## src/logic/proto_pkg.sv

```systemverilog
package proto_pkg;

	// command ids as they arrive on the byte stream
	typedef logic [7:0] cmd_id_t;

	localparam cmd_id_t CMD_GET_VERSION = 8'd0;
	localparam cmd_id_t CMD_SET_DIGITAL_OUT = 8'd1;
	localparam cmd_id_t CMD_SCHEDULE_DIGITAL_OUT = 8'd2;
	localparam cmd_id_t CMD_QUERY_DIGITAL_OUT = 8'd3;
	localparam int NCMDS = 4;
	localparam int CMD_IDX_BITS = $clog2(NCMDS);	// index width into the command table

	// one decoded argument or one response parameter
	typedef logic signed [31:0] arg_word_t;

	// response ids always go out as the first parameter
	localparam arg_word_t RSP_GET_VERSION = 32'sd0;
	localparam arg_word_t RSP_DOUT_STATE = 32'sd1;

	localparam int MAX_ARGS = 4;
	localparam int ARGS_BITS = $clog2(MAX_ARGS);

	// 32 bits plus 3 bits of sign extension make five 7-bit groups
	localparam int VLQ_GROUPS = 5;

	typedef struct packed {
		logic [ARGS_BITS-1:0] nargs;
		logic has_response;
	} cmdtab_entry_t;

	// indexed by command id
	localparam cmdtab_entry_t CMD_TABLE [NCMDS] = '{
		'{nargs: ARGS_BITS'(0), has_response: 1'b1},	// get_version
		'{nargs: ARGS_BITS'(2), has_response: 1'b0},	// set: channel, level
		'{nargs: ARGS_BITS'(3), has_response: 1'b0},	// schedule: channel, clock, level
		'{nargs: ARGS_BITS'(1), has_response: 1'b1}	// query: channel
	};

endpackage

```

## src/logic/dout_pkg.sv

```systemverilog
package dout_pkg;

	// free running system time, compared against scheduled clocks
	typedef logic [31:0] systime_t;

	// width of the channel select field, at most 16 channels
	localparam int CHAN_BITS = 4;

	// command broadcast from the parser to every channel
	localparam int DOUT_CMD_BITS = 2;
	typedef logic [DOUT_CMD_BITS-1:0] dout_cmd_t;

	localparam dout_cmd_t DOUT_NONE = 2'd0;
	localparam dout_cmd_t DOUT_SET = 2'd1;	// change level at once
	localparam dout_cmd_t DOUT_SCHEDULE = 2'd2;	// change level when systime hits the clock
	localparam dout_cmd_t DOUT_QUERY = 2'd3;	// report the current level

endpackage

```

## src/logic/cmd_parser.sv

```systemverilog
`timescale 1ns/10ps

module cmd_parser #(
	parameter int NCHAN = 4
) (
	input logic clk,
	input logic rst,
	input logic [7:0] msg_data,
	input logic msg_ready,
	input logic rsp_busy,
	output logic msg_rd_en,
	output dout_pkg::dout_cmd_t ch_cmd,
	output logic [dout_pkg::CHAN_BITS-1:0] ch_sel,
	output logic ch_level,
	output dout_pkg::systime_t ch_clock,
	output logic ver_req
);
	import proto_pkg::*;
	import dout_pkg::*;

	localparam logic [2:0] ST_IDLE = 3'd0;
	localparam logic [2:0] ST_ARG_START = 3'd1;
	localparam logic [2:0] ST_ARG_CONT = 3'd2;
	localparam logic [2:0] ST_ARG_END = 3'd3;
	localparam logic [2:0] ST_DISPATCH = 3'd4;

	logic [2:0] state;
	logic [ARGS_BITS-1:0] curr_arg;
	logic [1:0] hold_cnt;	// covers the gap until the encoder raises rsp_busy

	cmd_id_t cur_cmd;
	logic [ARGS_BITS-1:0] cur_nargs;
	logic cur_has_rsp;
	arg_word_t tmp_arg;
	arg_word_t args [MAX_ARGS];

	cmdtab_entry_t tab_entry;
	logic rsp_block;
	logic pop_ok;
	logic dispatch_go;
	logic sel_ok;

	// ids beyond the table read as zero arguments without response, so they fall through
	always_comb begin
		tab_entry = '0;
		if (msg_data < NCMDS)
			tab_entry = CMD_TABLE[msg_data[CMD_IDX_BITS-1:0]];
	end

	assign rsp_block = cur_has_rsp && (rsp_busy || hold_cnt != 2'd0);

	// no argument bytes are taken for a response command while the encoder is still busy
	assign pop_ok = (state == ST_IDLE) || (state == ST_ARG_CONT) ||
		(state == ST_ARG_START && !rsp_block);
	assign dispatch_go = (state == ST_DISPATCH) && !rsp_block;

	// channel numbers wider than the select field must not alias a real channel
	assign sel_ok = (args[0][31:CHAN_BITS] == '0);

	always_ff @(posedge clk) begin
		if (rst) begin
			state <= ST_IDLE;
			curr_arg <= '0;
			hold_cnt <= 2'd0;
			msg_rd_en <= 1'b0;
			ch_cmd <= DOUT_NONE;
			ver_req <= 1'b0;
		end else begin
			msg_rd_en <= 1'b0;
			ch_cmd <= DOUT_NONE;
			ver_req <= 1'b0;
			if (hold_cnt != 2'd0)
				hold_cnt <= hold_cnt - 2'd1;

			if (msg_rd_en) begin	// the byte under msg_rd_en is taken at this edge
				case (state)
					ST_IDLE: begin
						curr_arg <= '0;
						state <= (tab_entry.nargs == '0) ? ST_DISPATCH : ST_ARG_START;
					end
					ST_ARG_START: state <= msg_data[7] ? ST_ARG_CONT : ST_ARG_END;
					ST_ARG_CONT: begin
						if (!msg_data[7])
							state <= ST_ARG_END;
					end
					default: ;
				endcase
			end else if (msg_ready && pop_ok) begin
				msg_rd_en <= 1'b1;
			end

			if (state == ST_ARG_END) begin
				curr_arg <= curr_arg + 1'b1;
				state <= (curr_arg + 1'b1 == cur_nargs) ? ST_DISPATCH : ST_ARG_START;
			end

			if (dispatch_go) begin
				case (cur_cmd)
					CMD_GET_VERSION: ver_req <= 1'b1;
					CMD_SET_DIGITAL_OUT: ch_cmd <= sel_ok ? DOUT_SET : DOUT_NONE;
					CMD_SCHEDULE_DIGITAL_OUT: ch_cmd <= sel_ok ? DOUT_SCHEDULE : DOUT_NONE;
					CMD_QUERY_DIGITAL_OUT: ch_cmd <= sel_ok ? DOUT_QUERY : DOUT_NONE;
					default: ;
				endcase
				if (cur_has_rsp)
					hold_cnt <= 2'd3;
				state <= ST_IDLE;
			end
		end
	end

	always_ff @(posedge clk) begin
		if (msg_rd_en) begin
			case (state)
				ST_IDLE: begin
					cur_cmd <= msg_data;
					cur_nargs <= tab_entry.nargs;
					cur_has_rsp <= tab_entry.has_response;
				end
				// first group decides the sign when bits 6 and 5 are both set
				ST_ARG_START: tmp_arg <= {{25{msg_data[6] & msg_data[5]}}, msg_data[6:0]};
				ST_ARG_CONT: tmp_arg <= {tmp_arg[24:0], msg_data[6:0]};
				default: ;
			endcase
		end
		if (state == ST_ARG_END)
			args[curr_arg] <= tmp_arg;
		if (dispatch_go) begin
			ch_sel <= args[0][CHAN_BITS-1:0];
			// the level sits behind the clock for a schedule
			ch_level <= (cur_cmd == CMD_SCHEDULE_DIGITAL_OUT) ? args[2][0] : args[1][0];
			ch_clock <= systime_t'(args[1]);
		end
	end

	a_rd_en_spaced: assert property (@(posedge clk) disable iff (rst)
		msg_rd_en |=> !msg_rd_en);

	// the hold count has to bridge the gap until the encoder reports busy
	a_query_busy: assert property (@(posedge clk) disable iff (rst)
		(ch_cmd == DOUT_QUERY && ch_sel < NCHAN) |-> ##2 rsp_busy);

endmodule

```

## src/logic/dout_channel.sv

```systemverilog
`timescale 1ns/10ps

module dout_channel #(
	parameter int CHAN_INDEX = 0
) (
	input logic clk,
	input logic rst,
	input dout_pkg::systime_t systime,
	input dout_pkg::dout_cmd_t ch_cmd,
	input logic [dout_pkg::CHAN_BITS-1:0] ch_sel,
	input logic ch_level,
	input dout_pkg::systime_t ch_clock,
	output logic dout,
	output logic q_valid,
	output logic q_level
);
	import dout_pkg::*;

	logic hit;
	logic armed;
	systime_t pend_clock;
	logic pend_level;

	// every channel sees the broadcast, only the addressed one reacts
	assign hit = (ch_sel == CHAN_BITS'(CHAN_INDEX));

	always_ff @(posedge clk) begin
		if (rst) begin
			dout <= 1'b0;
			armed <= 1'b0;
			q_valid <= 1'b0;
		end else begin
			q_valid <= hit && (ch_cmd == DOUT_QUERY);

			if (armed && systime == pend_clock) begin
				dout <= pend_level;
				armed <= 1'b0;
			end

			// a set leaves a pending schedule in place
			if (hit && ch_cmd == DOUT_SET)
				dout <= ch_level;

			if (hit && ch_cmd == DOUT_SCHEDULE)
				armed <= 1'b1;	// replaces any schedule still pending
		end
	end

	always_ff @(posedge clk) begin
		if (hit && ch_cmd == DOUT_SCHEDULE) begin
			pend_clock <= ch_clock;
			pend_level <= ch_level;
		end
		if (hit && ch_cmd == DOUT_QUERY)
			q_level <= dout;	// level as it was when the query arrived
	end

	a_query_answer: assert property (@(posedge clk) disable iff (rst)
		q_valid |-> $past(hit && ch_cmd == DOUT_QUERY));

endmodule

```

## src/logic/rsp_encoder.sv

```systemverilog
`timescale 1ns/10ps

module rsp_encoder #(
	parameter int NCHAN = 4,
	parameter logic [31:0] VERSION = 32'h0
) (
	input logic clk,
	input logic rst,
	input logic ver_req,
	input logic [NCHAN-1:0] q_valid,
	input logic [NCHAN-1:0] q_level,
	input logic send_ring_full,
	input logic send_fifo_full,
	output logic rsp_busy,
	output logic [7:0] send_ring_data,
	output logic send_ring_wr_en,
	output logic [7:0] send_fifo_data,
	output logic send_fifo_wr_en
);
	import proto_pkg::*;
	import dout_pkg::*;

	localparam int MAX_PARAMS = 3;

	localparam logic [2:0] ST_IDLE = 3'd0;
	localparam logic [2:0] ST_PARAM = 3'd1;
	localparam logic [2:0] ST_SKIP = 3'd2;
	localparam logic [2:0] ST_SEND = 3'd3;
	localparam logic [2:0] ST_LEN = 3'd4;

	logic [2:0] state;

	arg_word_t params [MAX_PARAMS];
	logic [1:0] nparams;
	logic [1:0] curr_param;
	logic [34:0] rcv;	// parameter with 3 bits of sign extension, top group first
	logic [2:0] grp_cnt;
	logic [7:0] rsp_len;

	logic [CHAN_BITS-1:0] q_chan;
	logic q_lvl;
	logic skip_group;
	logic last_group;
	logic last_param;

	// the answering channel is known only by its bit position
	always_comb begin
		q_chan = '0;
		q_lvl = 1'b0;
		for (int i = 0; i < NCHAN; i++) begin
			if (q_valid[i]) begin
				q_chan = CHAN_BITS'(i);
				q_lvl = q_level[i];
			end
		end
	end

	// a leading group is dropped when it only repeats the sign of the next one
	assign skip_group = (grp_cnt != 3'd1) &&
		(rcv[34:26] == 9'h1ff || rcv[34:26] < 9'd3);
	assign last_group = (grp_cnt == 3'd1);
	assign last_param = (curr_param + 2'd1 == nparams);

	assign rsp_busy = (state != ST_IDLE);
	assign send_ring_wr_en = (state == ST_SEND) && !send_ring_full;
	assign send_ring_data = {!last_group, rcv[34:28]};	// continuation bit on all but the last
	assign send_fifo_wr_en = (state == ST_LEN) && !send_fifo_full;
	assign send_fifo_data = rsp_len;

	always_ff @(posedge clk) begin
		if (rst) begin
			state <= ST_IDLE;
		end else begin
			case (state)
				ST_IDLE: begin
					if (ver_req || q_valid != '0)
						state <= ST_PARAM;
				end
				ST_PARAM: state <= ST_SKIP;
				ST_SKIP: begin
					if (!skip_group)
						state <= ST_SEND;
				end
				ST_SEND: begin
					if (send_ring_wr_en && last_group)
						state <= last_param ? ST_LEN : ST_PARAM;
				end
				ST_LEN: begin
					if (!send_fifo_full)
						state <= ST_IDLE;
				end
				default: state <= ST_IDLE;
			endcase
		end
	end

	always_ff @(posedge clk) begin
		case (state)
			ST_IDLE: begin
				curr_param <= 2'd0;
				rsp_len <= 8'd0;
				if (ver_req) begin
					params[0] <= RSP_GET_VERSION;
					params[1] <= VERSION;
					nparams <= 2'd2;
				end else begin
					params[0] <= RSP_DOUT_STATE;
					params[1] <= arg_word_t'(q_chan);
					params[2] <= arg_word_t'(q_lvl);
					nparams <= 2'd3;
				end
			end
			ST_PARAM: begin
				rcv <= {{3{params[curr_param][31]}}, params[curr_param]};
				grp_cnt <= 3'(VLQ_GROUPS);
			end
			ST_SKIP: begin
				if (skip_group) begin
					rcv <= {rcv[27:0], 7'b0};
					grp_cnt <= grp_cnt - 3'd1;
				end
			end
			ST_SEND: begin
				if (send_ring_wr_en) begin
					rcv <= {rcv[27:0], 7'b0};
					grp_cnt <= grp_cnt - 3'd1;
					rsp_len <= rsp_len + 8'd1;
					if (last_group)
						curr_param <= curr_param + 2'd1;
				end
			end
			default: ;
		endcase
	end

	a_ring_not_full: assert property (@(posedge clk) disable iff (rst)
		!(send_ring_wr_en && send_ring_full));

	// channels answer one query at a time since the parser waits for the response
	a_single_answer: assert property (@(posedge clk) disable iff (rst)
		$onehot0(q_valid));

endmodule

```

## src/logic/dout_ctrl_top.sv

```systemverilog
`timescale 1ns/10ps

module dout_ctrl_top #(
	parameter int NCHAN = 4,	// 1 to 16
	parameter logic [31:0] VERSION = 32'h0
) (
	input logic clk,
	input logic rst,
	input logic [7:0] msg_data,
	input logic msg_ready,
	input dout_pkg::systime_t systime,
	input logic send_ring_full,
	input logic send_fifo_full,
	output logic msg_rd_en,
	output logic [NCHAN-1:0] dout,
	output logic [7:0] send_ring_data,
	output logic send_ring_wr_en,
	output logic [7:0] send_fifo_data,
	output logic send_fifo_wr_en
);
	import dout_pkg::*;

	dout_cmd_t ch_cmd;
	logic [CHAN_BITS-1:0] ch_sel;
	logic ch_level;
	systime_t ch_clock;
	logic ver_req;
	logic rsp_busy;
	logic [NCHAN-1:0] q_valid;
	logic [NCHAN-1:0] q_level;

	cmd_parser #(
		.NCHAN(NCHAN)
	) u_parser (
		.clk(clk),
		.rst(rst),
		.msg_data(msg_data),
		.msg_ready(msg_ready),
		.rsp_busy(rsp_busy),
		.msg_rd_en(msg_rd_en),
		.ch_cmd(ch_cmd),
		.ch_sel(ch_sel),
		.ch_level(ch_level),
		.ch_clock(ch_clock),
		.ver_req(ver_req)
	);

	// each channel knows its own index and filters the broadcast itself
	for (genvar i = 0; i < NCHAN; i++) begin : g_chan
		dout_channel #(
			.CHAN_INDEX(i)
		) u_chan (
			.clk(clk),
			.rst(rst),
			.systime(systime),
			.ch_cmd(ch_cmd),
			.ch_sel(ch_sel),
			.ch_level(ch_level),
			.ch_clock(ch_clock),
			.dout(dout[i]),
			.q_valid(q_valid[i]),
			.q_level(q_level[i])
		);
	end

	rsp_encoder #(
		.NCHAN(NCHAN),
		.VERSION(VERSION)
	) u_encoder (
		.clk(clk),
		.rst(rst),
		.ver_req(ver_req),
		.q_valid(q_valid),
		.q_level(q_level),
		.send_ring_full(send_ring_full),
		.send_fifo_full(send_fifo_full),
		.rsp_busy(rsp_busy),
		.send_ring_data(send_ring_data),
		.send_ring_wr_en(send_ring_wr_en),
		.send_fifo_data(send_fifo_data),
		.send_fifo_wr_en(send_fifo_wr_en)
	);

endmodule

```

## config.mk

```make
export PLATFORM = sky130hd
export DESIGN_NAME = dout_ctrl_top
export DESIGN_NICKNAME = d
export VERILOG_FILES = /design/src/logic/proto_pkg.sv /design/src/logic/dout_pkg.sv /design/src/logic/cmd_parser.sv /design/src/logic/dout_channel.sv /design/src/logic/rsp_encoder.sv /design/src/logic/dout_ctrl_top.sv
export SDC_FILE = /design/constraint.sdc
export NUM_CORES = 1
export LEC_CHECK = 0
export BUFFER_PORTS_ARGS = -buffer_cell sky130_fd_sc_hd__buf_2
export CORE_MARGIN = 4
export CORE_UTILIZATION = 55
export CTS_BUF_LIST = sky130_fd_sc_hd__clkbuf_4 sky130_fd_sc_hd__clkbuf_8
export DETAILED_ROUTE_END_ITERATION = 8
export MAX_ROUTING_LAYER = met4
export PLACE_DENSITY = 0.87
export SLEW_MARGIN = 20
export SYNTH_ARGS = -nofsm -noshare
export SYNTH_HDL_FRONTEND = slang
export SYNTH_SLANG_ARGS = --single-unit
```

## constraint.sdc

```tcl
create_clock -name clk -period 3.1 [get_ports clk]
set_input_delay 0.465 -clock clk [delete_from_list [all_inputs] [get_ports clk]]
set_output_delay 0.465 -clock clk [all_outputs]
set_load 0.005 [all_outputs]
```

==> Word-level counts from Yosys, hierarchy flattened <==
Memory sizes are Yosys's and may differ from the RTL's. A register that Yosys moved wholly into a read port is not among the register bits.
Cells that the tools add are included.
{ "word_totals": {"register_bits": 292, "ram_bits": 134, "in_bits": 45, "out_inout_bits": 23, "wordCells": 236, "mem_count": 2} }
{ "classes": {"add_sub_neg": 5, "order_cmp": 3, "n_eq_ne": 34, "muxes": 77, "n_bitwise": 5, "reduce_logical": 67} }
{ "mem_list": {"columns": ["name", "words", "word_bits", "rd", "rd_ports_with_merged_regs", "write_ports", "line_no", "text"], "rows": [
  ["u_parser.args", 4, 32, 3, 0, 1, "cmd_parser.sv:35", "arg_word_t args [MAX_ARGS];"],
  ["u_encoder.params", 3, 2, 1, 1, 3, "rsp_encoder.sv:33", "arg_word_t params [MAX_PARAMS];"]
]} }
{ "ops": {"columns": ["cell", "n"], "rows": [
  ["$eq 32x32->1", 4],
  ["$pmux 35 s3", 1],
  ["$mux 35", 2],
  ["$pmux 32 s2", 1],
  ["$mux 3", 15],
  ["$mux 1", 35],
  ["$mux 2", 15],
  ["$logic_not 28->1", 1],
  ["$reduce_bool 2->1", 13],
  ["$logic_and 1x1->1", 24],
  ["$pmux 3 s3", 2],
  ["$eq 8x2->1 const B", 2],
  ["$pmux 8 s2", 1],
  ["$pmux 3 s5", 1],
  ["$eq 3x2->1 const B", 4],
  ["$eq 3x1->1 const B", 3],
  ["$eq 9x9->1 const B", 1],
  ["$lt 9x2->1 const B", 1],
  ["$reduce_and 3->1", 3],
  ["$add 8x1->8 const B", 1],
  ["$eq 4x2->1 const B", 2],
  ["$eq 8x1->1 const B", 1],
  ["$logic_not 8->1", 1],
  ["$lt 8x3->1 const B", 1],
  ["31 further kinds", 56]
]} }

==> Depth between registers and ports, before layout <==
Gate-level depths: netlist of the first run.
{ "depth": {"word_depth": 10, "depth_mapped": 8} }

==> By module <==
From an unflattened synthesis of the first run, not the netlist that was laid out.
{ "hier_totals": {"cells_unflattened": 830, "area_unflattened_um2": 13193.9} }
{ "by_module_without_submodules": {"columns": ["mod", "instances", "cells_per_inst", "area_per_inst_um2"], "rows": [
  ["cmd_parser", 1, 295, 5398.9],
  ["dout_channel (g_chan[1].u_chan ...)", 2, 98, 1549.0],
  ["rsp_encoder", 1, 142, 1582.8],
  ["dout_channel (g_chan[3].u_chan)", 1, 99, 1566.5],
  ["dout_channel (g_chan[0].u_chan)", 1, 98, 1547.7]
]} }

==> Least setup slack after synthesis of the first run <==
No wires, ideal clock.
{ "synth_timing": {"kind": "reg-to-reg", "start": "register u_encoder.state[2]", "end": "register u_parser.ch_clock[0], read port of u_parser.args, enable pin", "setup_ps": 423, "t_arrival_ps": 2834, "required_ps": 2677, "slack_ps": -157, "stages_incl_launch_ff": 6, "n_path_buf": 2, "path_cell_list": "dfxtp_1 > buf_6 > or3_4 > buf_6 > or3_4 > a2111oi_4"} }
{ "synth_via": {"elab_chain_cells": 5} }
{ "synth_lines": {"columns": ["element", "line_no", "text"], "rows": [
  ["start: declaration", "rsp_encoder.sv:31", "logic [2:0] state;"],
  ["start signal: assignment", "rsp_encoder.sv:86", "state <= last_param ? ST_LEN : ST_PARAM;"],
  ["$reduce_bool 3->1", "rsp_encoder.sv:64", "assign rsp_busy = (state != ST_IDLE);"],
  ["$logic_or 1x1->1", "cmd_parser.sv:50", "assign rsp_block = cur_has_rsp && (rsp_busy || hold_cnt != 2'd0);"],
  ["$logic_and 1x1->1", "cmd_parser.sv:50", null],
  ["$logic_not 1->1", "cmd_parser.sv:55", "assign dispatch_go = (state == ST_DISPATCH) && !rsp_block;"],
  ["$logic_and 1x1->1", "cmd_parser.sv:55", null],
  ["via u_parser.dispatch_go", "cmd_parser.sv:40", "logic dispatch_go;"],
  ["end: declaration", "cmd_parser.sv:15", "output dout_pkg::systime_t ch_clock,"]
]} }
The timed path passes the listed nets, and every way through them passes these cells.
A chain may end at the register's enable or synchronous reset.

==> Worst setup path in the final report of the first run <==
{ "layout_timing": {"start": "register u_encoder.state[1]", "end": "output port send_ring_wr_en"} }
{ "layout_via": {"elab_chain_cells": 2} }
{ "layout_lines": {"columns": ["element", "line_no", "text"], "rows": [
  ["$eq 3x2->1", "rsp_encoder.sv:65", "assign send_ring_wr_en = (state == ST_SEND) && !send_ring_full;"],
  ["$logic_and 1x1->1", "rsp_encoder.sv:65", null],
  ["end: declaration", "dout_ctrl_top.sv:17", "output logic send_ring_wr_en,"]
]} }
No other way between the ends.

==> impl_metrics.yaml, run 1 <==
run_status:
  status: "complete, no violations"
timing:
  finClkSkew_ns: 0.0358
  relSlewSlack: 0.591
  hold_violations: 0
  setup_viol: 0
  fmax_ghz: 0.390
  setup_ws_ns: 0.536
  period_minus_slack_ns: 2.56
  slew_viol_final: 0
  fin_crit_sh: 0.827
  tns_ns: 0
  worst_pin_slew_ns: 0.607
  rsz0062_at_grt: "no"
yosys:
  synth.avg_cell_area_sq_um: 15.8
  synth_seq_cells: 337
  async_flop_share: 0
  synth-edff-count: 309
  ys.flop_type: "edfxtp_1"
  yosysWarnings: 0
  ys_seq_area_frac: 0.753
  yosysUniqueCellTypes: 50
  netlist_area_sq_mm: 0.0131
  syn_inst: 826
layout:
  fin_nets: 979
  fillerInstances: 1625
  drive_gt1_frac: 0.176
  finalNonFillerCells: 1288
  layout_common_cells: "edfxtp_1 (309), xor2_1 (134), buf_2 (62), clkbuf_8 (53), nor2_1 (48)"
  utilization: 0.630
  final_common_cell: "edfxtp_1"
  synthToLayoutAreaGrowth_pct: 12.9
  stdcell_area_sq_mm: 0.0147
place:
  pre_cts_ws_ns: 0.743
  place_area_sq_mm: 0.0137
  gp_routability_congestion: 0.862
  dp_hpwl_microns: 16700
  port-buffer-count: 62
  dp.cells: 1196
worst_setup_path:
  end_kind: "primary output"
  worst_ep_arrival_time_ns: 2.10
  worstSetupPathType: "reg2out"
  required_ns: 2.63
  start_kind: "register"
  crit_fanout: 14
route:
  via_count: 7010
  drc: 0
  wirelength_microns: 25100
  antenna_left: 0
  first_iter_violations: 642
  via_per_inst: 5.44
  drt_first_pass_iters: 5
  wl_per_cell_microns: 19.5
grt:
  grt_pass1_wl_microns: 38300
  gr-total-overflow: 0
  track_usage: 0.195
  antenna_found_initial: 1
  grt_max_degree: 42
  grt_pass1_vias: 7025
cts:
  cts.sinks: 337
  htreeDepth: 2
  clock_path_buffers: 3
  clock-root-buffer: "clkbuf_8"
  clk_latency_ns: 0.58
  post_cts_buffers: 0
  holdBufCountCts: 0
  cts.clk_slew.worst_paths_ns: 0.06
  tritoncts: "done"
  post_cts_resized: 0
  numCtsBuffers: 49
worst_hold_path:
  min_path_type: "in2reg"
power_and_ir_drop:
  leakage_uw: 0.00516
  p_per_area_mw_per_mm2: 668
  irDropWorstVdd_mv: 0.341
run:
  max_cap_violations: 0
die:
  initial_core_util: 0.558
  core_area_sq_mm: 0.0234
  io_pins: 68
  die_h_microns: 162
  die_x_microns: 162
  core.rowCount: 56
  dieArea_sq_mm: 0.0263
## final cells by class
type                            instances  area, sq um  area share
Antenna cell                            1         2.50    0.000170
Clock buffer                           65          820      0.0556
Clock inverter                         26          196      0.0133
Inverter                               45          169      0.0115
Multi-Input combinational cell        418         2900       0.196
Sequential cell                       337         9840       0.667
Tap cell                              319          399      0.0271
Timing Repair Buffer                   77          423      0.0287
## synthesized netlist by cell type (7+ instances only)
cell | count | area (sq um)
edfxtp_1 | 309 | 9280
xor2_1 | 134 | 1170
nor2_1 | 48 | 180
inv_1 | 45 | 169
nor4_1 | 42 | 263
dfxtp_1 | 28 | 561
nand2_1 | 26 | 97.6
o31ai_1 | 25 | 188
a21oi_1 | 18 | 90.1
clkbuf_1 | 15 | 56.3
buf_4 | 12 | 90.1
nand4_1 | 11 | 68.8
nor3_1 | 11 | 55.1
and2_1 | 10 | 62.6
o21ai_0 | 9 | 45.0
and3_1 | 8 | 50.1
nand3_1 | 8 | 40.0
xnor2_1 | 7 | 61.3
## critical path, cell delays in order, from the launching register on
cell,delay [ns]
dfxtp_1,0.46
and2b_1,0.42
nand2_1,0.35
nor2_1,0.18
buf_2,0.13
## metal layers
metal,track usage,part of all wire,up-vias
li1,-,-,3242
met5,-,0,-
met4,0.0607,0.022,0
met1,0.247,0.41,3453
met3,0.0368,0.062,35
met2,0.325,0.51,280
## cells by family (layout without fill, tap and decap cells)
family / count (synthesis) / after routing / share of synthesized area
flops: 337 / 337 / 0.753
simple gates: 186 / 186 / 0.0752
xor+xnor: 141 / 141 / 0.0945
compound gates: 75 / 75 / 0.0406
buf+inv: 75 / 213 / 0.0262
fa+ha+maj: 6 / 6 / 0.00575
mux: 5 / 5 / 0.00412
other cells: 1 / 6 / 0.000287
## flip-flops by register name, summed over array words and instances, names as in the netlist, 8 cells and up, named ones only
signal / count
u_encoder.rcv: 10
u_parser.ch_clock: 32
g_chan.u_chan.pend_clock: 128
u_parser.args: 65
u_encoder.send_fifo_data: 8
u_parser.tmp_arg: 32
u_parser.cur_cmd: 8
## metrics by stage
stage | hold slack (ns) | power (uW)
final | 0.122 | 9850
after CTS | 0.0983 | 9880
after global placement | 0.402 | 6290
after detailed placement | 0.405 | 6330
after floorplan | 0.400 | 6050
after global routing | 0.104 | 10200
## power breakdown
| part | switching [uW] | internal [uW] |
|---|---|---|
| logic | 487 | 319 |
| clock network | 1620 | 1980 |
| registers | 180 | 5260 |
| total | 2280 | 7560 |
## path summary, 6_finish.rpt
path / startpoint / endpoint / slack [ns] / cells past startpoint
setup reg to reg: u_encoder.state[2]$_SDFFE_PP0P_ / u_parser.ver_req$_SDFF_PP0_ / 0.71 / 6
hold / removal: msg_data[2] / u_parser.tmp_arg[2]$_DFFE_PP_ / 0.12 / 1
setup / recovery: u_encoder.state[1]$_SDFFE_PP0P_ / send_ring_wr_en / 0.54 / 4
hold reg to reg: u_parser.args[1][25]$_DFFE_PP_ / u_parser.ch_clock[25]$_DFFE_PP_ / 0.39 / 0
Power figures use the tool's default switching activity.
==> inputs of run 2 (changes only) <==
Settings changed: PLACE_DENSITY 0.87 to 0.84.
Clock period 3.1 ns to 2.5 ns, I/O delays scaled along.
==> run 2 against run 1 <==
Critical path type unchanged; routed wire length is 2.0% lower; critical endpoint unchanged; clock power is 30% higher; clock-buffer cell count increased by 13; sequential power up 24%; sequential share of layout area shrank 0.61 points.
==> impl_metrics.yaml, run 2 (synthesis gave the netlist of run 1 again) <==
run_status:
  status: "complete, no violations"
die:
  die_x_microns: 162
  dieArea_sq_mm: 0.0263
  io_pins: 68
  core.rowCount: 56
  core_area_sq_mm: 0.0234
  initial_core_util: 0.558
  die_h_microns: 162
layout:
  final_common_cell: "edfxtp_1"
  reg_top3: "g_chan.u_chan.pend_clock: 128 flops, u_parser.args: 65 flops"
  n_antenna_cell: 0
  top_register: "g_chan.u_chan.pend_clock"
  synthToLayoutAreaGrowth_pct: 13.9
  fin_nets: 981
  layout_common_cells: "edfxtp_1 (309), xor2_1 (134), clkbuf_8 (63), buf_2 (62), nor2_1 (48)"
  fillerInstances: 1588
  stdcell_area_sq_mm: 0.0149
  utilization: 0.636
  drive_gt1_frac: 0.186
  largest_register_ffs: 128
timing:
  rsz0062_at_grt: "no"
  fin_crit_sh: 0.893
  hold_violations: 0
  setup_viol: 0
  period_minus_slack_ns: 2.23
  slew_viol_final: 0
  worst_pin_slew_ns: 0.717
  setup_ws_ns: 0.267
  relSlewSlack: 0.517
  finClkSkew_ns: 0.0200
  fmax_ghz: 0.448
cts:
  clock-root-buffer: "clkbuf_8"
  cts.clk_slew.worst_paths_ns: 0.06
  clock_path_buffers: 3
  numCtsBuffers: 50
  post_cts_buffers: 0
  tritoncts: "done"
  cts.sinks: 337
  htreeDepth: 2
  clk_latency_ns: 0.56
grt:
  grt_pass1_wl_microns: 37800
  grt_pass1_vias: 7000
  track_usage: 0.192
  gr-total-overflow: 0
  grt_max_degree: 42
  antenna_found_initial: 0
worst_setup_path:
  end_kind: "primary output"
  r2r_end: "g_chan[0].u_chan.dout$_SDFFE_PP0P_"
  path_depth: 4
  crit_fanout: 14
  critPathSlowestCell: "dfxtp_1"
  start_kind: "register"
  worst_ep_arrival_time_ns: 1.86
  crit_family: "simple AND/OR/NAND/NOR gates"
  path_buf_inv: 1
  required_ns: 2.12
  worstSetupPathType: "reg2out"
  path_cells: "and2b_2, nand2_2, nor2_1, buf_2"
  r2r.worst_path.cells: 5
  reg2reg_from: "g_chan[0].u_chan.pend_clock[6]$_DFFE_PP_"
  max_stage_delay_ns: 0.48
  r2r_setup_slack_ns: 0.29
place:
  pre_cts_ws_ns: 0.309
  gp_routability_congestion: 0.880
  dp_hpwl_microns: 16900
  port-buffer-count: 62
  place_area_sq_mm: 0.0138
power_and_ir_drop:
  leakage_uw: 0.00523
  finalPower_uw: 12400
  irDropWorstVdd_mv: 0.465
  p_per_area_mw_per_mm2: 834
worst_hold_path:
  min_path_type: "in2reg"
  hold_depth: 1
  min_to: "u_parser.cur_cmd[4]$_DFFE_PP_"
  holdCritStartpoint: "msg_data[4]"
route:
  antenna_left: 0
  via_count: 6958
  first_iter_violations: 715
  drc: 0
  via_per_inst: 5.41
  wirelength_microns: 24600
  drt_first_pass_iters: 5
  wl_per_cell_microns: 19.1
run:
  max_cap_violations: 0
-- run 2: worst max path at each step --
stage                                    startpoint  slack, ns                              end
floorplan           u_encoder.state[2]$_SDFFE_PP0P_      -0.70   u_parser.ch_clock[0]$_DFFE_PP_
global placement    u_encoder.state[2]$_SDFFE_PP0P_       0.39  u_parser.ch_clock[14]$_DFFE_PP_
detailed placement  u_encoder.state[2]$_SDFFE_PP0P_       0.31   u_parser.ch_clock[8]$_DFFE_PP_
CTS                 u_encoder.state[1]$_SDFFE_PP0P_      0.005                  send_ring_wr_en
global route        u_encoder.state[1]$_SDFFE_PP0P_       0.14                  send_ring_wr_en
finish              u_encoder.state[1]$_SDFFE_PP0P_       0.27                  send_ring_wr_en
-- run 2: timing repair --
action | CTS | global route
hold buffers | 0 | 0
resized for setup | 0 | 2
endpoints found under the setup margin | 0 | 1
-- run 2: worst register-to-register path: stages (launching register included) --
cell      delay (ns)
edfxtp_1        0.39
xor2_1          0.19
nor4_1          0.64
nand4_1         0.29
o31a_1          0.31
o31a_1          0.29
-- run 2: per-stage QoR --
step	hold WS [ns]	std cells	TNS (ns)
final	0.0406	1287	0
after floorplan	0.400	830	-29.51
after detailed placement	0.405	1197	0
after global placement	0.402	1197	0
after CTS	0.000285	1287	0
after global routing	0.0142	1287	0
-- run 2: final cells by class --
type / instances / area (sq um) / share of cell area
flip-flops and latches: 337 / 9840 / 0.661
multi-input cells: 418 / 2900 / 0.195
clock buffers: 78 / 980 / 0.0658
repair buffers: 78 / 480 / 0.0323
well taps: 319 / 399 / 0.0268
inverters: 45 / 169 / 0.0114
clock inverters: 12 / 114 / 0.00765
-- run 2: routing by layer --
layer / up-vias / GRT usage / wire length, microns
met3: 54 / 0.0348 / 1470
li1: 3249 / - / -
met2: 253 / 0.312 / 12200
met5: - / - / 0
met1: 3402 / 0.246 / 10300
met4: 0 / 0.0696 / 675
-- run 2: report_power, final --
group / leakage, uW / internal (uW) / switching [uW] / total [uW]
clock network: 0.000584 / 2700 / 1960 / 4670
registers: 0.00304 / 6530 / 225 / 6750
logic: 0.00161 / 404 / 597 / 1000
